[src/source/mem_unit_config.svh]
`ifndef MEM_UNIT_CONFIG_SVH
`define MEM_UNIT_CONFIG_SVH

`define MEM_LANES 8 // threads per warp

`define SHMEM_WORDS 64 // scratchpad depth
`define GMEM_WORDS 256

`define GMEM_LATENCY 3 // stages in global result delay line

`define WB_QUEUE_DEPTH 4 // held global results

`endif

[src/source/mem_unit_pkg.sv]
`include "mem_unit_config.svh"

package mem_unit_pkg;

	localparam int SHM_IDX_W = $clog2(`SHMEM_WORDS);
	localparam int GMEM_IDX_W = $clog2(`GMEM_WORDS);

	typedef logic [31:0] lane_data_t;
	typedef lane_data_t [`MEM_LANES-1:0] warp_data_t;

	typedef struct packed
	{
		logic [31-SHM_IDX_W:0] rsvd;
		logic [SHM_IDX_W-1:0] idx; // scratchpad word
	} shm_view_t;

	typedef struct packed
	{
		logic [31-GMEM_IDX_W:0] rsvd;
		logic [GMEM_IDX_W-1:0] idx; // global word
	} gmem_view_t;

	// one effective address, each memory picks its own view
	typedef union packed
	{
		shm_view_t shm;
		gmem_view_t gmem;
	} mem_addr_u;

	typedef mem_addr_u [`MEM_LANES-1:0] warp_addr_t;

	typedef struct packed
	{
		logic [2:0] warp_id;
		logic [1:0] scb_id;
		logic [4:0] reg_addr;
		logic [`MEM_LANES-1:0] lane_mask;
		logic is_write;
	} mem_tag_t;

endpackage

[src/source/mem_if.sv]


// result from one memory path to writeback
interface mem_rsp_if;
	import mem_unit_pkg::*;

	logic valid;
	mem_tag_t tag;
	warp_data_t rdata;

	modport source
	(
		output valid,
		output tag,
		output rdata
	);

	modport sink
	(
		input valid,
		input tag,
		input rdata
	);
endinterface

[src/source/mem_writeback.sv]
`timescale 1ns/1ns
`include "mem_unit_config.svh"

module mem_writeback
(
	input logic clk,
	input logic rst,
	mem_rsp_if.sink shm_rsp_i,
	mem_rsp_if.sink gmem_rsp_i,
	output logic cdb_write_o,
	output logic [4:0] cdb_reg_addr_o,
	output logic [`MEM_LANES-1:0] cdb_mask_o,
	output mem_unit_pkg::warp_data_t cdb_data_o,
	output logic fb_valid_o,
	output logic [2:0] fb_warp_id_o,
	output logic [1:0] fb_scb_id_o,
	output logic [`MEM_LANES-1:0] fb_mask_o
);
	import mem_unit_pkg::*;

	localparam int DEPTH = `WB_QUEUE_DEPTH;
	localparam int QW = $clog2(DEPTH);
	localparam int CW = $clog2(DEPTH + 1);

	mem_tag_t q_tag [DEPTH];
	warp_data_t q_data [DEPTH];
	logic [QW-1:0] wr_ptr;
	logic [QW-1:0] rd_ptr;
	logic [CW-1:0] q_count;
	logic q_empty;
	logic push;
	logic pop;
	logic sel_valid;
	mem_tag_t sel_tag;
	warp_data_t sel_data;

	assign q_empty = (q_count == '0);
	assign push = gmem_rsp_i.valid && (shm_rsp_i.valid || !q_empty); // global must wait
	assign pop = !shm_rsp_i.valid && !q_empty;

	always_comb
	begin
		sel_valid = 1'b1;
		sel_tag = shm_rsp_i.tag; // shared first
		sel_data = shm_rsp_i.rdata;
		if (!shm_rsp_i.valid)
		begin
			if (!q_empty)
			begin
				sel_tag = q_tag[rd_ptr];
				sel_data = q_data[rd_ptr];
			end
			else
			begin
				sel_valid = gmem_rsp_i.valid;
				sel_tag = gmem_rsp_i.tag;
				sel_data = gmem_rsp_i.rdata;
			end
		end
	end

	always_ff @(posedge clk, negedge rst)
	begin
		if (!rst)
		begin
			wr_ptr <= '0;
			rd_ptr <= '0;
			q_count <= '0;
			fb_valid_o <= 1'b0;
			cdb_write_o <= 1'b0;
		end
		else
		begin
			if (push)
				wr_ptr <= (wr_ptr == QW'(DEPTH - 1)) ? '0 : wr_ptr + 1'b1;
			if (pop)
				rd_ptr <= (rd_ptr == QW'(DEPTH - 1)) ? '0 : rd_ptr + 1'b1;
			q_count <= q_count + CW'(push) - CW'(pop);
			fb_valid_o <= sel_valid;
			cdb_write_o <= sel_valid && !sel_tag.is_write; // loads only
		end
	end

	always_ff @(posedge clk)
	begin
		if (push)
		begin
			q_tag[wr_ptr] <= gmem_rsp_i.tag;
			q_data[wr_ptr] <= gmem_rsp_i.rdata;
		end
		if (sel_valid)
		begin
			cdb_reg_addr_o <= sel_tag.reg_addr;
			cdb_mask_o <= sel_tag.lane_mask;
			cdb_data_o <= sel_data;
			fb_warp_id_o <= sel_tag.warp_id;
			fb_scb_id_o <= sel_tag.scb_id;
			fb_mask_o <= sel_tag.lane_mask;
		end
	end

	a_no_overflow: assert property (@(posedge clk) disable iff (!rst)
		(q_count == CW'(DEPTH)) |-> !(push && !pop));

endmodule

[src/flat_wrapper.sv]
// flat-port wrapper written by rule: the top's interface ports become plain ports
module mem_writeback_flat import mem_unit_pkg::*;
  (clk, rst, cdb_write_o, cdb_reg_addr_o, cdb_mask_o, cdb_data_o, fb_valid_o, fb_warp_id_o, fb_scb_id_o, fb_mask_o, shm_rsp_i_valid, shm_rsp_i_tag, shm_rsp_i_rdata, gmem_rsp_i_valid, gmem_rsp_i_tag, gmem_rsp_i_rdata);
  mem_rsp_if shm_rsp_i_i ();
  mem_rsp_if gmem_rsp_i_i ();
  input logic clk;
  input logic rst;
  output logic cdb_write_o;
  output logic [4:0] cdb_reg_addr_o;
  output logic [`MEM_LANES-1:0] cdb_mask_o;
  output mem_unit_pkg::warp_data_t cdb_data_o;
  output logic fb_valid_o;
  output logic [2:0] fb_warp_id_o;
  output logic [1:0] fb_scb_id_o;
  output logic [`MEM_LANES-1:0] fb_mask_o;
  input wire logic [$bits(shm_rsp_i_i.valid)-1:0] shm_rsp_i_valid;
  input wire logic [$bits(shm_rsp_i_i.tag)-1:0] shm_rsp_i_tag;
  input wire logic [$bits(shm_rsp_i_i.rdata)-1:0] shm_rsp_i_rdata;
  input wire logic [$bits(gmem_rsp_i_i.valid)-1:0] gmem_rsp_i_valid;
  input wire logic [$bits(gmem_rsp_i_i.tag)-1:0] gmem_rsp_i_tag;
  input wire logic [$bits(gmem_rsp_i_i.rdata)-1:0] gmem_rsp_i_rdata;
  assign shm_rsp_i_i.valid = shm_rsp_i_valid;
  assign shm_rsp_i_i.tag = shm_rsp_i_tag;
  assign shm_rsp_i_i.rdata = shm_rsp_i_rdata;
  assign gmem_rsp_i_i.valid = gmem_rsp_i_valid;
  assign gmem_rsp_i_i.tag = gmem_rsp_i_tag;
  assign gmem_rsp_i_i.rdata = gmem_rsp_i_rdata;
  mem_writeback u_core (.clk(clk), .rst(rst), .shm_rsp_i(shm_rsp_i_i), .gmem_rsp_i(gmem_rsp_i_i), .cdb_write_o(cdb_write_o), .cdb_reg_addr_o(cdb_reg_addr_o), .cdb_mask_o(cdb_mask_o), .cdb_data_o(cdb_data_o), .fb_valid_o(fb_valid_o), .fb_warp_id_o(fb_warp_id_o), .fb_scb_id_o(fb_scb_id_o), .fb_mask_o(fb_mask_o));
endmodule
[config.mk]
export PLATFORM = sky130hd
export DESIGN_NAME = mem_writeback_flat
export DESIGN_NICKNAME = d
export VERILOG_FILES = /design/src/source/mem_unit_pkg.sv /design/src/source/mem_if.sv /design/src/source/mem_writeback.sv /design/src/flat_wrapper.sv
export VERILOG_INCLUDE_DIRS = /design/src /design/src/source
export SDC_FILE = /design/constraint.sdc
export NUM_CORES = 1
export LEC_CHECK = 0
export BUFFER_PORTS_ARGS = -buffer_cell sky130_fd_sc_hd__buf_4
export CAP_MARGIN = 10
export CORE_MARGIN = 8
export CORE_UTILIZATION = 50
export DETAILED_ROUTE_END_ITERATION = 16
export MAX_ROUTING_LAYER = met4
export PLACE_DENSITY = 0.75
export SLEW_MARGIN = 20
export SYNTH_ARGS = -nofsm -noshare
export SYNTH_HDL_FRONTEND = slang
export SYNTH_SLANG_ARGS = --single-unit
[constraint.sdc]
create_clock -name clk -period 10.97 [get_ports clk]
set_clock_uncertainty 0.1 [all_clocks]
set_input_delay 2.194 -clock clk [delete_from_list [all_inputs] [get_ports clk]]
set_output_delay 2.194 -clock clk [all_outputs]
set_load 0.01 [all_outputs]
==> results of run 1 <==
-- cells in the final DEF, fill, tap and decap left out, types with 3 or more instances in the layout --
cell type and count:
a22oi_1 274, and3_4 4, buf_12 7, buf_4 861, bufinv_16 14, clkbuf_1 21
clkbuf_16 144, clkinv_1 25, clkinv_2 22, clkinvlp_4 6, dfrtp_1 7, diode_2 11
edfxtp_1 1374, ha_1 7, inv_1 280, inv_16 3, inv_6 9, mux4_2 275
o21ai_0 270, o21ai_1 6
-- flip-flops by register name, summed over array words and instances, names as in the netlist --
| register | cells |
|---|---|
| u_core.q_data | 1024 |
| u_core.cdb_reg_addr_o | 5 |
| u_core.fb_scb_id_o | 2 |
| u_core.wr_ptr | 2 |
| u_core.cdb_write_o | 1 |
| u_core.fb_warp_id_o | 3 |
| u_core.fb_valid_o | 1 |
| u_core.cdb_data_o | 256 |
| u_core.q_count | 3 |
| u_core.q_tag | 76 |
| u_core.cdb_mask_o | 8 |
| u_core.rd_ptr | 2 |
-- power groups by stage --
stage / registers [µW] / clock network, µW / logic (µW)
after floorplan: 8150 / 0 / 2580
after global placement: 7790 / 0 / 4530
after detailed placement: 7830 / 0 / 4580
after CTS: 7750 / 4810 / 4610
after global routing: 7840 / 5010 / 4850
final: 7740 / 4720 / 4520
-- per-layer routing --
layer | share of wire | wire, µm | GRT usage | vias to the layer above
li1 | - | - | - | 12500
met1 | 0.38 | 49500 | 0.276 | 14900
met2 | 0.51 | 67800 | 0.365 | 1399
met3 | 0.071 | 9350 | 0.0477 | 275
met4 | 0.040 | 5300 | 0.0930 | 0
met5 | 0 | 0 | - | -
-- worst max-delay path, cell delays in order --
cell    delay (ns)
buf_8         0.29
buf_4         0.74
or4_1         0.38
and3_4        0.76
buf_4         0.45
buf_4         0.76
-- logic make-up (layout without fill, tap and decap cells) --
| logic type | Yosys count | after routing | share of synthesized area |
|---|---|---|---|
| buf+inv | 444 | 1397 | 0.0376 |
| simple gates | 15 | 15 | 0.00195 |
| mux | 277 | 277 | 0.116 |
| compound gates | 551 | 551 | 0.0646 |
| other cells | 0 | 11 | 0 |
| fa+ha+maj | 8 | 8 | 0.00202 |
| xor+xnor | 2 | 2 | 0.000328 |
| flops | 1383 | 1383 | 0.777 |
-- path summary, 6_finish.rpt --
path                            slack [ns]  cells after the start                      to
worst max-delay path                  5.44                      6   u_core.q_data[2][144]
min in group asynchronous             1.18                      1        u_core.wr_ptr[0]
max in group asynchronous             9.44                      1        u_core.rd_ptr[1]
worst min register to register        0.53                      2        u_core.wr_ptr[1]
worst min-delay path                  0.53                      2        u_core.wr_ptr[1]
worst max register to register        7.08                      5  u_core.cdb_data_o[141]
-- per-stage QoR --
step                hold WS (ns)  cells  setup slack (ns)
finish                     0.528   5047              5.44
global route               0.581   5046              5.26
CTS                        0.534   5036              5.46
detailed placement         0.528   4789              4.65
global placement           0.511   4789              4.69
floorplan                  0.475   2680              1.23
-- final cells by class --
| class | count | area (µm²) | share of cell area |
|---|---|---|---|
| repair buffers | 869 | 6620 | 0.101 |
| diodes | 11 | 27.5 | 0.000421 |
| clock inverters | 82 | 856 | 0.0131 |
| well taps | 1403 | 1760 | 0.0268 |
| inverters | 281 | 1050 | 0.0161 |
| clock buffers | 165 | 3680 | 0.0563 |
| flip-flops and latches | 1383 | 41500 | 0.634 |
| multi-input cells | 853 | 9920 | 0.152 |
==> results by group, run 1 <==
Drt
  • DR DRC count: 0
  • First DRT Iteration DRCs: 3006
  • Antenna viol nets, final: 0
  • Vias: 29.1k
  • DR vias/cell: 5.76
  • Final wirelength: 132000 µm
  • DRT Pass-1 Iters: 6
  • WL/cell: 26.1 µm

Clock tree
  • Number of CTS-inserted buffers: 141
  • Root Driver: clkbuf_16
  • CTS tree: done
  • Clock latency on the worst-skew pair: 0.73 ns
  • Postcts setup bufs: 0
  • CTS Buffer Depth: 3
  • CTS clk-pin slew, worst paths: 0.06 ns
  • Clock sinks: 1383
  • Hold buffer count at CTS: 0
  • # H-tree levels: 4
  • Post-CTS sizing: 0

Logic synthesis
  • Synth top cells by count: edfxtp_1 (1374), inv_1 (280), mux4_2 (275)
  • Most common cell in the netlist: edfxtp_1
  • Synth warn: 0
  • Post-synth top area cell: edfxtp_1
  • Seq cells post-synth: 1383
  • FFs w/ async S/R, synth: 0.00651
  • Synth Instances: 2680
  • Synth Flop Type: edfxtp_1
  • Top post-synthesis cells by area: edfxtp_1 (77%), mux4_2 (12%), a22oi_1 (3.9%), o21ai_0 (2.5%), inv_1 (2.0%)
  • Share of the synthesized area in the top cell type: 0.773
  • Distinct cells, synth: 27
  • Post-Syn Area: 53400 µm²
  • Net Count, Synth: 3242
  • Post-synth EDFFs: 1374
  • Post-synthesis sequential area ratio: 0.777
  • Syn Area/Cell: 19.9 µm²

Floorplanning
  • Die H: 343 µm
  • Initial Util: 0.501
  • Io pins: 838
  • Die Area: 117000 µm²
  • Die Width: 343 µm
  • CORE AREA: 106000 µm²
  • FP Rows: 120

Setup path
  • Crit start category: input port
  • Crit path required time: 11.21 ns
  • Origin of the worst setup path: shm_rsp_i_valid
  • R2r startpoint: u_core.rd_ptr[0]
  • Crit Path Max Fanout: 66
  • Crit path arrival time: 5.77 ns
  • Crit path kind: input port to flop
  • Critical Path End Type: flop

Placed design
  • Area after DPL: 60800 µm²
  • IO buf count: 837
  • Routability Congestion: 0.833
  • Post-DP HPWL: 84300 µm

Final layout
  • Nets: 4091
  • Share of layout cells above drive strength 1: 0.374
  • Fill count: 7383
  • Core Util, Final: 0.614
  • Final instance area: 65400 µm²
  • Area Growth Syn to Fin: 22.5%

Global route
  • First-pass GRT wire length: 193000 µm
  • Largest net degree at the start of global routing: 149
  • Grt ovf: 0
  • Vias in the first global route: 30.8k
  • GRT Total Usage: 0.225
  • Initial antenna violation count: 12

Pwr
  • Leak: 0.0237 µW
  • Reg power frac: 0.456
  • Pint: 12100 µW
  • Switching pwr: 4910 µW
  • Power Density: 260 nW/µm²
  • Net Sw Frac: 0.289
  • Worst VDD drop: 0.241 mV
  • Final Power: 17000 µW
  • Clk pwr share: 0.278
  • Gate power share: 0.266

Timing
  • Max_slew headroom: 0.255
  • Worst Tran Pin Value: 1.12 ns
  • Final setup fails: 0
  • Tmin final: 5.53 ns
  • Unrepaired setup endpoints after global routing: false
  • Fmax: 0.181 GHz
  • Hold Fails Final Rpt: 0
  • Tcrit/Tclk final: 0.504
  • Pins Over Slew Limit: 0
  • Setup TNS: 0 ns

Min path
  • Hold Crit Class: flop to flop
  • Hold_sp: u_core.wr_ptr[1]

Run
  • Max Cap Viol: 0

Run status
  • Status: finished clean
Note: power is estimated with default switching activity, not from simulation.
==> run 2: changes to the inputs <==
clock period = 5.8 ns   (was 10.97 ns; I/O delays follow)
==> run 2 against run 1 <==
Clock power rose by 87%. Critical path depth fell by 2. Final cell count up 0.63%. Non-clock buffer count increased by 33. Combinational power is 93% higher. Setup slack got worse by 2.8 ns. Routed wire length is 2.7% higher. Worst hold slack got worse by 0.38 ns. Cell area grew 0.46%. Sequential share of layout area decreased by 0.29 points.
==> results by group, run 2 (synthesized netlist as in run 1, its figures left out) <==
Clock tree
  • Root Driver: clkbuf_16 (unchanged)
  • CTS clk-pin slew, worst paths: 0.06 ns (about the same)
  • CTS tree: done (unchanged)
  • Post-CTS sizing: 0 (unchanged)
  • # H-tree levels: 4 (unchanged)
  • Number of CTS-inserted buffers: 140 (was 141)
  • Clock sinks: 1383 (unchanged)
  • CTS Buffer Depth: 3 (unchanged)
  • Hold buffer count at CTS: 0 (unchanged)
  • Postcts setup bufs: 0 (unchanged)
  • Clock latency on the worst-skew pair: 0.74 ns (was 0.73 ns)

Run status
  • Status: finished clean (unchanged)

Setup path
  • Max incr delay on CP: 0.91 ns (was 0.76 ns)
  • Crit path arrival time: 3.48 ns (was 5.77 ns)
  • Crit path required time: 6.08 ns (was 11.21 ns)
  • Critical Path End Type: flop (unchanged)
  • Crit Path Max Fanout: 77 (was 66)
  • Slowest CP cell: and3_4 (unchanged)
  • Crit-path cells: buf_8, or4_1, and3_4, buf_4 (was buf_8, buf_4, or4_1, and3_4, buf_4, buf_4)
  • CP Buf/Inv Count: 2 (was 4)
  • Crit path kind: input port to flop (unchanged)
  • CP top delay family: simple AND/OR/NAND/NOR gates (was buffers and inverters)
  • Crit start category: input port (unchanged)

Timing
  • Hold Fails Final Rpt: 0 (unchanged)
  • Tmin final: 3.20 ns
  • Setup TNS: 0 ns (unchanged)
  • Fmax: 0.313 GHz
  • Worst setup margin: 2.60 ns (was 5.44 ns)
  • Worst Tran Pin Value: 1.04 ns (was 1.12 ns)
  • Max_slew headroom: 0.308 (was 0.255)
  • Tcrit/Tclk final: 0.551
  • Pins Over Slew Limit: 0 (unchanged)
  • Final setup fails: 0 (unchanged)
  • Unrepaired setup endpoints after global routing: false (unchanged)

Pwr
  • Reg power frac: 0.456 (about the same)
  • Leak: 0.0239 µW (was 0.0237 µW)
  • Net Sw Frac: 0.291 (was 0.289)
  • Clk pwr share: 0.273 (was 0.278)
  • Pint: 22800 µW (was 12100 µW)
  • Switching pwr: 9380 µW (was 4910 µW)
  • Worst VDD drop: 0.339 mV (was 0.241 mV)
  • Gate power share: 0.270 (was 0.266)
  • Power Density: 490 nW/µm² (was 260 nW/µm²)

Drt
  • Antenna viol nets, final: 0 (unchanged)
  • WL/cell: 26.7 µm (was 26.1 µm)
  • DRT Pass-1 Iters: 7 (was 6)
  • Vias: 29.5k (was 29.1k)
  • First DRT Iteration DRCs: 2881 (was 3006)
  • DR vias/cell: 5.80 (was 5.76)
  • Final wirelength: 136000 µm (was 132000 µm)
  • DR DRC count: 0 (unchanged)

Placed design
  • IO buf count: 837 (unchanged)
  • Place WS: 1.84 ns (was 4.65 ns)
  • Routability Congestion: 0.869 (was 0.833)
  • Area after DPL: 61200 µm² (was 60800 µm²)
  • Placed Cells: 4822 (was 4789)
  • Post-DP HPWL: 88800 µm (was 84300 µm)

Final layout
  • Core Util, Final: 0.617 (was 0.614)
  • Nets: 4123 (was 4091)
  • Largest regs: u_core.q_data (1024), u_core.cdb_data_o (256), u_core.q_tag (76) (unchanged)
  • Most common cell after layout, fill and taps aside: edfxtp_1 (unchanged)
  • Final instance area: 65700 µm² (was 65400 µm²)
  • Commonest cells after routing, fill and taps aside: edfxtp_1 (1374), buf_4 (884), inv_1 (280) (was edfxtp_1 (1374), buf_4 (861), inv_1 (280))
  • Largest register FFs: 1024 (unchanged)
  • Largest Register: u_core.q_data (unchanged)
  • Layout Cells excl Fill: 5079 (was 5047)
  • Area Growth Syn to Fin: 23.1% (was 22.5%)
  • Share of layout cells above drive strength 1: 0.378 (was 0.374)

Floorplanning
  • Io pins: 838 (unchanged)
  • Initial Util: 0.501 (unchanged)
  • Die Area: 117000 µm² (unchanged)
  • CORE AREA: 106000 µm² (unchanged)
  • Die H: 343 µm (unchanged)
  • Die Width: 343 µm (unchanged)
  • FP Rows: 120 (unchanged)

Global route
  • First-pass GRT wire length: 197000 µm (was 193000 µm)
  • Grt ovf: 0 (unchanged)
  • GRT Total Usage: 0.230 (was 0.225)
  • Largest net degree at the start of global routing: 117 (was 149)
  • Initial antenna violation count: 7 (was 12)
  • Vias in the first global route: 30.6k (was 30.8k)

Run
  • Max Cap Viol: 0 (unchanged)

Min path
  • Hold Crit Class: input port to async pin (was flop to flop)
[run 2: per-stage QoR]
step | hold slack, ns | power [µW]
3_3_place_gp | 0.516 | 23500
3_5_place_dp | 0.523 | 23700
5_1_grt | 0.107 | 33500
6_report | 0.151 | 32200
2_1_floorplan | 0.475 | 20000
4_1_cts | 0.0911 | 32500
[run 2: final timing paths]
kind	endpoint	cells past startpoint	startpoint	slack, ns
setup / recovery	u_core.q_data[0][85]	4	shm_rsp_i_valid	2.60
max in group asynchronous	u_core.rd_ptr[1]	1	rst	5.29
hold reg to reg	u_core.q_count[2]	1	u_core.q_count[1]	0.54
setup reg to reg	u_core.cdb_data_o[94]	4	u_core.rd_ptr[0]	2.81
hold / removal	u_core.wr_ptr[0]	1	rst	0.15
min in group clk	u_core.q_data[1][233]	1	gmem_rsp_i_rdata[233]	0.53
[run 2: area by class of cell]
cell class                      count  area (µm²)
Sequential cell                  1383       41500
Clock inverter                     77         761
Fill cell                        7405       40700
Antenna cell                        6        15.0
Timing Repair Buffer              902        6990
Multi-Input combinational cell    853        9920
Tap cell                         1403        1760
Inverter                          281        1050
Clock buffer                      174        3710
[run 2: metal layers]
metal / wire (µm) / global-route usage
met1: 50100 / 0.276
met2: 71600 / 0.391
met3: 9580 / 0.0475
met4: 4270 / 0.0767
met5: 0 / -
[run 2: power groups by stage]
stage / clock [µW] / sequential [µW] / combinational (µW)
after CTS: 8960 / 14700 / 8850
final: 8810 / 14700 / 8710
after floorplan: 0 / 15100 / 4890
after global placement: 0 / 14800 / 8720
after detailed placement: 0 / 14900 / 8800
after global routing: 9330 / 14900 / 9330
[run 2: worst reg2reg max path, cell delays in order, from the launching register on]
cell and delay, ns:
dfrtp_4 1.05, buf_4 0.72, mux4_2 0.65, inv_1 0.08, o21ai_0 0.09
