### src/source/mem_unit_config.svh
`ifndef MEM_UNIT_CONFIG_SVH
`define MEM_UNIT_CONFIG_SVH

`define MEM_LANES 8 // threads per warp

`define SHMEM_WORDS 64 // scratchpad depth
`define GMEM_WORDS 256

`define GMEM_LATENCY 3 // stages in global result delay line

`define WB_QUEUE_DEPTH 4 // held global results

`endif

### src/source/mem_unit_pkg.sv
`include "mem_unit_config.svh"

package mem_unit_pkg;

	localparam int SHM_IDX_W = $clog2(`SHMEM_WORDS);
	localparam int GMEM_IDX_W = $clog2(`GMEM_WORDS);

	typedef logic [31:0] lane_data_t;
	typedef lane_data_t [`MEM_LANES-1:0] warp_data_t;

	typedef struct packed
	{
		logic [31-SHM_IDX_W:0] rsvd;
		logic [SHM_IDX_W-1:0] idx; // scratchpad word
	} shm_view_t;

	typedef struct packed
	{
		logic [31-GMEM_IDX_W:0] rsvd;
		logic [GMEM_IDX_W-1:0] idx; // global word
	} gmem_view_t;

	// one effective address, each memory picks its own view
	typedef union packed
	{
		shm_view_t shm;
		gmem_view_t gmem;
	} mem_addr_u;

	typedef mem_addr_u [`MEM_LANES-1:0] warp_addr_t;

	typedef struct packed
	{
		logic [2:0] warp_id;
		logic [1:0] scb_id;
		logic [4:0] reg_addr;
		logic [`MEM_LANES-1:0] lane_mask;
		logic is_write;
	} mem_tag_t;

endpackage

### src/source/mem_if.sv
`timescale 1ns/1ns

// request from address generation to one memory path
interface mem_req_if;
	import mem_unit_pkg::*;

	logic valid;
	logic is_shared;
	mem_tag_t tag;
	warp_addr_t addr;
	warp_data_t wdata; // store data per lane

	modport source
	(
		output valid,
		output is_shared,
		output tag,
		output addr,
		output wdata
	);

	modport sink
	(
		input valid,
		input is_shared,
		input tag,
		input addr,
		input wdata
	);
endinterface


### src/source/mem_addr_gen.sv
`timescale 1ns/1ns
`include "mem_unit_config.svh"

module mem_addr_gen
(
	input logic clk,
	input logic rst,
	input logic instr_valid_i,
	input logic mem_read_i,
	input logic mem_write_i,
	input logic shared_i,
	input logic [`MEM_LANES-1:0] lane_mask_i,
	input logic [2:0] warp_id_i,
	input logic [1:0] scb_id_i,
	input mem_unit_pkg::warp_data_t rs_data_i,
	input mem_unit_pkg::warp_data_t rt_data_i,
	input logic [15:0] offset_i,
	input logic [4:0] reg_addr_i,
	mem_req_if.source shm_req_o,
	mem_req_if.source gmem_req_o
);
	import mem_unit_pkg::*;

	logic accept;
	logic valid_q;
	logic shared_q;
	mem_tag_t tag_q;
	warp_addr_t addr_d;
	warp_addr_t addr_q;
	warp_data_t wdata_q;

	assign accept = instr_valid_i && (mem_read_i || mem_write_i); // no-op strobes dropped

	always_comb
	begin
		for (int i = 0; i < `MEM_LANES; i++)
			addr_d[i] = rs_data_i[i] + {{16{offset_i[15]}}, offset_i};
	end

	always_ff @(posedge clk, negedge rst)
	begin
		if (!rst)
			valid_q <= 1'b0;
		else
			valid_q <= accept;
	end

	always_ff @(posedge clk)
	begin
		if (accept)
		begin
			shared_q <= shared_i;
			tag_q <= '{warp_id_i, scb_id_i, reg_addr_i, lane_mask_i, mem_write_i};
			addr_q <= addr_d;
			wdata_q <= rt_data_i;
		end
	end

	assign shm_req_o.valid = valid_q && shared_q;
	assign shm_req_o.is_shared = shared_q;
	assign shm_req_o.tag = tag_q;
	assign shm_req_o.addr = addr_q;
	assign shm_req_o.wdata = wdata_q;

	assign gmem_req_o.valid = valid_q && !shared_q;
	assign gmem_req_o.is_shared = shared_q;
	assign gmem_req_o.tag = tag_q;
	assign gmem_req_o.addr = addr_q;
	assign gmem_req_o.wdata = wdata_q;

	a_rd_wr_excl: assert property (@(posedge clk) disable iff (!rst)
		instr_valid_i |-> !(mem_read_i && mem_write_i));

endmodule

### src/flat_wrapper.sv
// flat-port wrapper written by rule: the top's interface ports become plain ports
module mem_addr_gen_flat import mem_unit_pkg::*;
  (clk, rst, instr_valid_i, mem_read_i, mem_write_i, shared_i, lane_mask_i, warp_id_i, scb_id_i, rs_data_i, rt_data_i, offset_i, reg_addr_i, shm_req_o_valid, shm_req_o_is_shared, shm_req_o_tag, shm_req_o_addr, shm_req_o_wdata, gmem_req_o_valid, gmem_req_o_is_shared, gmem_req_o_tag, gmem_req_o_addr, gmem_req_o_wdata);
  mem_req_if shm_req_o_i ();
  mem_req_if gmem_req_o_i ();
  input logic clk;
  input logic rst;
  input logic instr_valid_i;
  input logic mem_read_i;
  input logic mem_write_i;
  input logic shared_i;
  input logic [`MEM_LANES-1:0] lane_mask_i;
  input logic [2:0] warp_id_i;
  input logic [1:0] scb_id_i;
  input mem_unit_pkg::warp_data_t rs_data_i;
  input mem_unit_pkg::warp_data_t rt_data_i;
  input logic [15:0] offset_i;
  input logic [4:0] reg_addr_i;
  output wire logic [$bits(shm_req_o_i.valid)-1:0] shm_req_o_valid;
  output wire logic [$bits(shm_req_o_i.is_shared)-1:0] shm_req_o_is_shared;
  output wire logic [$bits(shm_req_o_i.tag)-1:0] shm_req_o_tag;
  output wire logic [$bits(shm_req_o_i.addr)-1:0] shm_req_o_addr;
  output wire logic [$bits(shm_req_o_i.wdata)-1:0] shm_req_o_wdata;
  output wire logic [$bits(gmem_req_o_i.valid)-1:0] gmem_req_o_valid;
  output wire logic [$bits(gmem_req_o_i.is_shared)-1:0] gmem_req_o_is_shared;
  output wire logic [$bits(gmem_req_o_i.tag)-1:0] gmem_req_o_tag;
  output wire logic [$bits(gmem_req_o_i.addr)-1:0] gmem_req_o_addr;
  output wire logic [$bits(gmem_req_o_i.wdata)-1:0] gmem_req_o_wdata;
  assign shm_req_o_valid = shm_req_o_i.valid;
  assign shm_req_o_is_shared = shm_req_o_i.is_shared;
  assign shm_req_o_tag = shm_req_o_i.tag;
  assign shm_req_o_addr = shm_req_o_i.addr;
  assign shm_req_o_wdata = shm_req_o_i.wdata;
  assign gmem_req_o_valid = gmem_req_o_i.valid;
  assign gmem_req_o_is_shared = gmem_req_o_i.is_shared;
  assign gmem_req_o_tag = gmem_req_o_i.tag;
  assign gmem_req_o_addr = gmem_req_o_i.addr;
  assign gmem_req_o_wdata = gmem_req_o_i.wdata;
  mem_addr_gen u_core (.clk(clk), .rst(rst), .instr_valid_i(instr_valid_i), .mem_read_i(mem_read_i), .mem_write_i(mem_write_i), .shared_i(shared_i), .lane_mask_i(lane_mask_i), .warp_id_i(warp_id_i), .scb_id_i(scb_id_i), .rs_data_i(rs_data_i), .rt_data_i(rt_data_i), .offset_i(offset_i), .reg_addr_i(reg_addr_i), .shm_req_o(shm_req_o_i), .gmem_req_o(gmem_req_o_i));
endmodule
### config.mk
export PLATFORM = sky130hd
export DESIGN_NAME = mem_addr_gen_flat
export DESIGN_NICKNAME = d
export VERILOG_FILES = /design/src/source/mem_unit_pkg.sv /design/src/source/mem_if.sv /design/src/source/mem_addr_gen.sv /design/src/flat_wrapper.sv
export VERILOG_INCLUDE_DIRS = /design/src /design/src/source
export SDC_FILE = /design/constraint.sdc
export NUM_CORES = 1
export LEC_CHECK = 0
export ABC_AREA = 1
export BUFFER_PORTS_ARGS = -buffer_cell sky130_fd_sc_hd__buf_4
export CAP_MARGIN = 40
export CORE_AREA = 2 2 635 637
export CTS_CLUSTER_SIZE = 30
export DETAILED_ROUTE_END_ITERATION = 8
export DIE_AREA = 0 0 637 639
export PLACE_DENSITY_LB_ADDON = 0.08
export SLEW_MARGIN = 40
export SYNTH_ARGS = -nofsm -noshare
export SYNTH_HDL_FRONTEND = slang
export SYNTH_SLANG_ARGS = --single-unit
### constraint.sdc
create_clock -name clk -period 0.8 [get_ports clk]
set_input_delay 0.12 -clock clk [delete_from_list [all_inputs] [get_ports clk]]
set_output_delay 0.12 -clock clk [all_outputs]
set_load 0.05 [all_outputs]
==> results.ini, run 1 <==
[min_path]
hold_path.class = in2reg

[yosys]
synthesis.nets = 5813
synth_common_cells = nand2_1, inv_1, buf_4, edfxtp_1, nor2_1
synth_enable_flop_cells = 532
synth_area_leaders = edfxtp_1, nand2_1, buf_4
syn_avg_cell_area_sq_um = 7.72
synth.largest_area_cell = edfxtp_1
ys_types = 22
ys_ff_latch = 533
asyncSetResetFlopFracSynth_pct = 0.188
synth_flop_cell = edfxtp_1
netlist.area_leader.share_pct = 41.3
synth.most_common_cell = nand2_1
yosys_warnings = 0
post_synth_inst_count = 5005
syn-cell-area_sq_um = 38600
synth-seq-area-share_pct = 41.4

[worst_setup_path]
path_cells = buf_12, buf_12, nor2_4, buf_8
cp-start-kind = register
timing.critical_path.max_delay_family = buffers and inverters
cpMaxStageDelayCell = edfxtp_1
worst_setup_path_end_kind = output pin
worst-path-buf-inv = 3
critical-path-top-cell-by-count = buf_12
critPathRequiredTime_ns = 0.68
worst_path_largest_cell_delay_ns = 0.43
crit_fanout = 2
critPathKind = reg2out
endpoint = gmem_req_o_valid
crit_start = u_core.gmem_req_o.is_shared
crit_arrival_ns = 1.80
depth_of_the_critical_timing_path_with_buffers_and_inverters_included = 4

[clock_network]
cts_hold_buf = 515
cts_inserted_buffers = 92
cts.htree.levels = 3
clkTransAtPathRegs_ns = 0.07
cts_tree = built
clock-root-buffer = clkbuf_16
ctsLongestPathBuffers = 4
cts.sinks = 533

[sta]
slew_headroom_pct = 56.7
number_of_setup_violations_in_the_final_report = 1855
final_critical_period_ns = 1.92
unrepaired_setup_endpoints_after_global_routing = true
hold_violations = 159
finalWorstSetupSlack_ns = -1.12
fin_crit_sh_pct = 240
slew_viol_final = 0
fmax_mhz = 520
finalHoldWorstSlack_ns = -0.291
transition_at_the_pin_with_the_smallest_max_transition_slack_ns = 0.644

[routing]
drt_pass1_iterations = 5
vias_per_cell = 3.16
dr_total_vias = 41000
route.final.wire_length_mm = 313
drt_iter0_drc = 1657
ant_nets = 0
detail_route.drc_violations = 0
drt-wirelength-per-cell_microns = 24.0

[floorplanning]
die_width_microns = 637
core.rowCount = 233
core-area_sq_um = 401000
dieHeight_microns = 639
dieArea_sq_um = 407000
initial_core_util_pct = 9.64
floorplan.io_pins = 1618

[global_routing]
largest_net_degree_at_the_start_of_global_routing = 39
globalRouteOverflowTotal = 0
number_of_global_route_vias_before_repair = 42700
antenna_found_initial = 96
grt_first_pass_wirelength_mm = 399
grt_usage_pct = 14.7

[status]
failed_checks = negative hold slack, negative setup slack
outcome = finished with violations

[placement]
placement.io_buffers = 1617
placed_cells_incl_taps = 12200
place.gp.congestion = 0.882
dpl.hpwl_mm = 276

[power]
power.density_nw_per_um2 = 1920
peak_supply_drop_v = 0.00144
leakage_nw = 37.5

[finish]
final_layout_size_suffix_gt1_share_pct = 41.9
layout.cells.non_filler = 13000
relative_area_change_from_synthesis_to_final_layout_pct = 106
filler_cell_count = 44600
nNetsFinal = 8446

[job]
max_cap_violations = 0

==> placed cells by master (no fill, tap or decap), drive strengths merged <==
master | netlist | layout
buf | 533 | 2553
nand2 | 1875 | 1875
inv | 898 | 901
edfxtp | 532 | 532
dlygate4sd3 | 0 | 515
nor2 | 315 | 315
ha | 248 | 248
nand3 | 210 | 210
a21oi | 160 | 160
xor2 | 118 | 118
clkbuf | 0 | 117
nor3 | 40 | 40
clkinv | 0 | 32
nand4 | 30 | 30
o21bai | 16 | 16
diode | 0 | 15
xnor2 | 10 | 10
a21o | 8 | 8
fa | 8 | 8
bufinv | 0 | 6
clkinvlp | 0 | 4
or2 | 2 | 2
o21a | 1 | 1
dfrtp | 1 | 1
==> registers in the layout (all words and copies together) (netlist names) <==
| register | count |
|---|---|
| u_core.gmem_req_o.addr | 256 |
| u_core.gmem_req_o.is_shared | 1 |
| u_core.valid_q | 1 |
| u_core.gmem_req_o.tag | 19 |
| u_core.gmem_req_o.wdata | 256 |
==> how the worst min path moves through the flow <==
stage / from / end / slack [ns] / cells past startpoint
6_report: rs_data_i[225] / u_core.gmem_req_o.addr[225] / -0.29 / 2
5_1_grt: rs_data_i[97] / u_core.gmem_req_o.addr[97] / -0.36 / 2
4_1_cts: rs_data_i[225] / u_core.gmem_req_o.addr[225] / -0.41 / 2
3_5_place_dp: rst / u_core.valid_q / -0.1 / 1
3_3_place_gp: rst / u_core.valid_q / -0.10 / 1
2_1_floorplan: rst / u_core.valid_q / -0.18 / 0
==> final cells by class <==
type | count | area, sq um | share of cell area (%)
antenna | 15 | 37.5 | 0.0473
clock buffer | 113 | 2380 | 3.00
clock inverter | 45 | 417 | 0.525
inverter | 898 | 3370 | 4.24
multi-input combinational | 3041 | 18800 | 23.7
sequential | 533 | 16000 | 20.1
tap | 5287 | 6620 | 8.33
timing repair buffer | 3072 | 31800 | 40.0
==> stage by stage <==
step	utilization [%]	power (mW)	cell area, sq um	setup TNS (ns)	setup slack, ns
after floorplan	-	75.9	42100	-2175.85	-3.64
after global placement	16.2	106	64900	-652.58	-1.67
after detailed placement	16.2	105	64900	-650.77	-1.64
after CTS	19.6	156	78700	-1203.67	-1.24
after global routing	19.8	160	79400	-1203.98	-1.22
final	19.8	152	79400	-1101.37	-1.12
==> layer usage <==
| layer | wire length [microns] | global-route usage, % | vias up | part of all wire, % |
|---|---|---|---|---|
| met5 | 192 | 0 | - | 0.061 |
| met4 | 13100 | 4.89 | 32 | 4.2 |
| met3 | 15500 | 3.15 | 409 | 5.0 |
| met2 | 176000 | 30.0 | 1118 | 56 |
| met1 | 108000 | 14.3 | 19100 | 34 |
| li1 | - | - | 20400 | - |
==> power by group <==
group / switching [mW] / leakage (nW) / internal (mW)
combinational: 44.7 / 31.0 / 29.2
sequential: 3.95 / 5.10 / 35.0
clock: 16.6 / 1.37 / 22.9
total: 65.3 / 37.5 / 87.1
==> what timing repair did <==
action / CTS / global route
gates cloned: 0 / 4
gates resized for setup: 1337 / 214
pin swaps: 0 / 18
setup endpoints to repair: 1286 / 1808
endpoints found under the hold margin: 550 / 220
setup buffers: 113 / 8
==> cells by family (layout without fill, tap and decap cells) <==
logic type      Yosys count  after routing  synth area share, %
fa+ha+maj               256            256                 8.45
flops                   533            533                 41.4
xor+xnor                128            128                 2.90
compound gates          185            185                 2.56
other cells               0             15                    0
buf+inv                1431           4128                 19.1
simple gates           2472           2472                 25.6
No activity file was read; power rests on OpenSTA's default activity.
==> run 2: changes to the inputs <==
- HOLD_SLACK_MARGIN: unset -> 0.06
==> run 2 against run 1 <==
The run still ends with negative hold slack, negative setup slack left; final area grew 0.35%; maximum frequency barely moved; count of clock-buffer cells in the layout unchanged; sequential power about the same; power barely moved; final cell count grew 0.21%; global-route usage barely moved.
==> results.ini, run 2 (synthesis gave the netlist of run 1 again) <==
[status]
outcome = finished with violations
failed_checks = negative hold slack, negative setup slack

[finish]
final_util_pct = 19.9
finish.instance_area_sq_um = 79700
nNetsFinal = 8474
relative_area_change_from_synthesis_to_final_layout_pct = 106
final_common_cell = nand2_1
layout.cells.non_filler = 13000
final_cell_mix = nand2_1, buf_4, inv_1, buf_6, dlygate4sd3_1
filler_cell_count = 44600
final_layout_size_suffix_gt1_share_pct = 41.7

[routing]
ant_nets = 0
dr_total_vias = 41200
vias_per_cell = 3.16
drt_pass1_iterations = 5
drt_iter0_drc = 1738
detail_route.drc_violations = 0
drt-wirelength-per-cell_microns = 24.0
route.final.wire_length_mm = 313

[worst_setup_path]
cpMaxStageDelayCell = edfxtp_1
path_cells = buf_12, buf_12, nor2_4, buf_8
crit_fanout = 2
crit_arrival_ns = 1.80
worst_setup_path_end_kind = output pin
critPathRequiredTime_ns = 0.68
crit_start = u_core.gmem_req_o.is_shared
worst_path_largest_cell_delay_ns = 0.43
critical-path-top-cell-by-count = buf_12
cp-start-kind = register
critPathKind = reg2out

[global_routing]
grt_first_pass_wirelength_mm = 400
number_of_global_route_vias_before_repair = 42800
grtUsageMet3_pct = 3.14
antenna_found_initial = 95
largest_net_degree_at_the_start_of_global_routing = 39
use_met1_pct = 14.3
grt_usage_pct = 14.7
globalRouteOverflowTotal = 0
grt-busiest-layer = met2
gr-usage-met2_pct = 30.1

[clock_network]
clock-root-buffer = clkbuf_16
cts.sinks = 533
clkTransAtPathRegs_ns = 0.07
cts_tree = built
ctsLongestPathBuffers = 4
cts.htree.levels = 3
cts_inserted_buffers = 92
cts_hold_buf = 543

[power]
leakage_nw = 37.6
power.density_nw_per_um2 = 1910
post-layout-total-power_mw = 153
peak_supply_drop_v = 0.00144

[sta]
number_of_setup_violations_in_the_final_report = 1886
finalHoldWorstSlack_ns = -0.291
fin_setup_tns_ns = -1102.91
unrepaired_setup_endpoints_after_global_routing = true
slew_headroom_pct = 56.8
hold_violations = 162
fin_crit_sh_pct = 240
fmax_mhz = 521
finalWorstSetupSlack_ns = -1.12
slew_viol_final = 0
transition_at_the_pin_with_the_smallest_max_transition_slack_ns = 0.644
final_critical_period_ns = 1.92

[placement]
placed_cells_incl_taps = 12200
place.gp.congestion = 0.882
preCtsSetupSlack_ns = -1.64
placed_area_sq_um = 64900
dpl.hpwl_mm = 276
placement.io_buffers = 1617

[floorplanning]
core.rowCount = 233
core-area_sq_um = 401000
die_width_microns = 637
initial_core_util_pct = 9.64
dieHeight_microns = 639
floorplan.io_pins = 1618
dieArea_sq_um = 407000

[min_path]
hold_path.class = in2reg
worstHoldStart = rs_data_i[225]

[job]
max_cap_violations = 0

[run 2: cell count changes in the layout (fill, tap and decap cells not counted)]
cell | before | now
diode_2 | 15 | 14
dlygate4sd3_1 | 515 | 543
[run 2: repair_timing]
item / in CTS / in global routing
cloned: 0 / 4
resized for setup: 1337 / 214
setup endpoints to repair: 1286 / 1811
setup buffers: 113 / 8
pin swaps: 0 / 18
hold endpoints to repair: 605 / 263
[run 2: cell type report]
type / count / area, sq um / share of cell area, %
diodes: 14 / 35.0 / 0.0439
clock buffers: 113 / 2380 / 2.99
clock inverters: 45 / 417 / 0.523
inverters: 898 / 3370 / 4.23
multi-input cells: 3041 / 18800 / 23.6
flip-flops and latches: 533 / 16000 / 20.1
well taps: 5287 / 6620 / 8.30
repair buffers: 3100 / 32100 / 40.2
[run 2: path summary, 6_finish.rpt]
path | depth (start not counted) | endpoint | slack (ns)
worst max-delay path | 4 | gmem_req_o_valid | -1.12
worst min-delay path | 2 | u_core.gmem_req_o.addr[225] | -0.29
max in group asynchronous | 3 | u_core.valid_q | 0.48
min in group asynchronous | 3 | u_core.valid_q | 0.20
[run 2: worst max-delay path, delay by kind of cell (launching register included)]
family / cells / cell delay, ns
buffers and inverters: 3 / 0.45
and+or+nand+nor: 1 / 0.08
DFF: 1 / 0.43
[run 2: routing by layer]
metal	vias up	part of all wire (%)
met2	1119	57
met3	400	4.9
li1	20400	-
met5	-	0.061
met4	32	3.9
met1	19200	34
[run 2: where the power goes]
part,total (mW),internal (mW),leakage [nW],switching [mW]
Sequential,39.0,35.0,5.10,3.96
Clock,39.6,22.9,1.37,16.6
Combinational,74.0,29.3,31.1,44.7
==> run 3: changes to the inputs <==
- CORE_AREA: 2 2 635 637 -> 2 2 639 641
- DIE_AREA: 0 0 637 639 -> 0 0 641 643
- clock period: 0.8 -> 1.8 ns (I/O delays scaled with it)
==> run 3 against run 2 <==
The run ends with negative setup slack left; routed wire length fell by 3.9%; global-route usage fell by 0.64 points; count of clock-buffer cells in the layout fell by 2; worst setup slack improved by 0.95 ns; via count fell by 2.3%; sequential power fell by 56%; final area fell by 5.9%; core utilization fell by 1.4 points; first-iteration DRC count fell by 4.9%; sequential share of layout area rose by 1.3 points; worst hold slack improved by 0.43 ns; sequential cell count did not move.
==> results.ini, run 3 (synthesis gave the netlist of run 1 again) <==
[status]
outcome = finished with violations
failed_checks = negative setup slack

[routing]
drt_pass1_iterations = 5
detail_route.drc_violations = 0
vias_per_cell = 3.10
drt_iter0_drc = 1653
drt-wirelength-per-cell_microns = 23.2
route.final.wire_length_mm = 301
dr_total_vias = 40200
ant_nets = 0

[clock_network]
cts_tree = built
clock-root-buffer = clkbuf_16
clkTransAtPathRegs_ns = 0.06
ctsLongestPathBuffers = 4
cts.htree.levels = 3
cts_inserted_buffers = 91
cts.sinks = 533

[sta]
slew_viol_final = 0
finalWorstSetupSlack_ns = -0.169
fin_setup_tns_ns = -8.28
unrepaired_setup_endpoints_after_global_routing = true
finalHoldWorstSlack_ns = 0.137
fin_crit_sh_pct = 109
hold_violations = 0
fmax_mhz = 508
number_of_setup_violations_in_the_final_report = 271
final_critical_period_ns = 1.97
slew_headroom_pct = 61.6
transition_at_the_pin_with_the_smallest_max_transition_slack_ns = 0.576

[global_routing]
antenna_found_initial = 87
largest_net_degree_at_the_start_of_global_routing = 41
globalRouteOverflowTotal = 0
grt_usage_pct = 14.1
number_of_global_route_vias_before_repair = 42500
grt_first_pass_wirelength_mm = 389

[worst_setup_path]
critPathKind = reg2out
timing.critical_path.max_delay_family = flip-flops
crit_arrival_ns = 1.70
cp-start-kind = register
critPathRequiredTime_ns = 1.53
worst-path-buf-inv = 1
worst_path_largest_cell_delay_ns = 0.63
worst_setup_path_end_kind = output pin
crit_fanout = 2
path_cells = buf_6
cpMaxStageDelayCell = edfxtp_1

[finish]
final_common_cell = nand2_1
relative_area_change_from_synthesis_to_final_layout_pct = 94.2
nNetsFinal = 8258
final_layout_size_suffix_gt1_share_pct = 37.1
filler_cell_count = 45700
final_cell_mix = nand2_1, buf_4, inv_1, buf_6, edfxtp_1

[power]
leakage_nw = 36.6
power.density_nw_per_um2 = 891
post-layout-total-power_mw = 66.8
peak_supply_drop_v = 0.000799

[floorplanning]
floorplan.io_pins = 1618
dieArea_sq_um = 412000
initial_core_util_pct = 9.53
dieHeight_microns = 643
die_width_microns = 641
core-area_sq_um = 405000
core.rowCount = 234

[placement]
placement.io_buffers = 1617
dpl.hpwl_mm = 262
place.gp.congestion = 0.809

[min_path]
hold_path.class = in2reg

[job]
max_cap_violations = 0

## run 3: final cells by class
| type | count | area (sq um) | share of cell area [%] |
|---|---|---|---|
| Timing Repair Buffer | 2885 | 30300 | 40.4 |
| Clock buffer | 111 | 2350 | 3.14 |
| Tap cell | 5428 | 6790 | 9.05 |
| Clock inverter | 52 | 448 | 0.597 |
| Multi-Input combinational cell | 3041 | 15700 | 20.9 |
| Antenna cell | 24 | 60.1 | 0.0801 |
| Sequential cell | 533 | 16000 | 21.3 |
| Inverter | 898 | 3370 | 4.49 |
## run 3: timing repair
action,CTS,global route
endpoints found under the hold margin,384,0
buffers inserted,185,6
hold buffers,396,0
pin swaps,1,9
resized for setup,1597,134
setup endpoints to repair,988,960
## run 3: power breakdown
group | switching (mW) | total [mW] | internal (mW) | leakage (nW)
logic | 19.4 | 31.8 | 12.3 | 30.2
clock network | 7.69 | 17.8 | 10.1 | 1.37
registers | 1.68 | 17.3 | 15.6 | 5.10
total | 28.8 | 66.8 | 38.0 | 36.6
## run 3: routing by layer
layer	up-vias	share of wire, %	GRT usage, %
met5	-	0.074	0
met1	18800	37	14.7
li1	20000	-	-
met4	38	3.9	5.02
met2	1131	53	26.7
met3	323	6.1	3.55
## run 3: stage by stage
step / instance area (sq um) / std cells / utilization, % / setup slack, ns
after floorplan: 38700 / 5005 / - / -2.79
after global placement: 59200 / 12200 / 14.6 / -0.915
after detailed placement: 59200 / 12200 / 14.6 / -0.898
after CTS: 74400 / 12900 / 18.4 / -0.251
after global routing: 75000 / 13000 / 18.5 / -0.253
final: 75000 / 13000 / 18.5 / -0.169
## run 3: path summary, 6_finish.rpt
path                                         startpoint  depth (start not counted)  slack [ns]                     endpoint
min in group asynchronous                           rst                          3        0.32               u_core.valid_q
max in group asynchronous                           rst                          3        1.38               u_core.valid_q
max                        u_core.gmem_req_o.wdata[162]                          1       -0.17        gmem_req_o_wdata[162]
min                                        offset_i[15]                          6        0.14  u_core.gmem_req_o.addr[223]
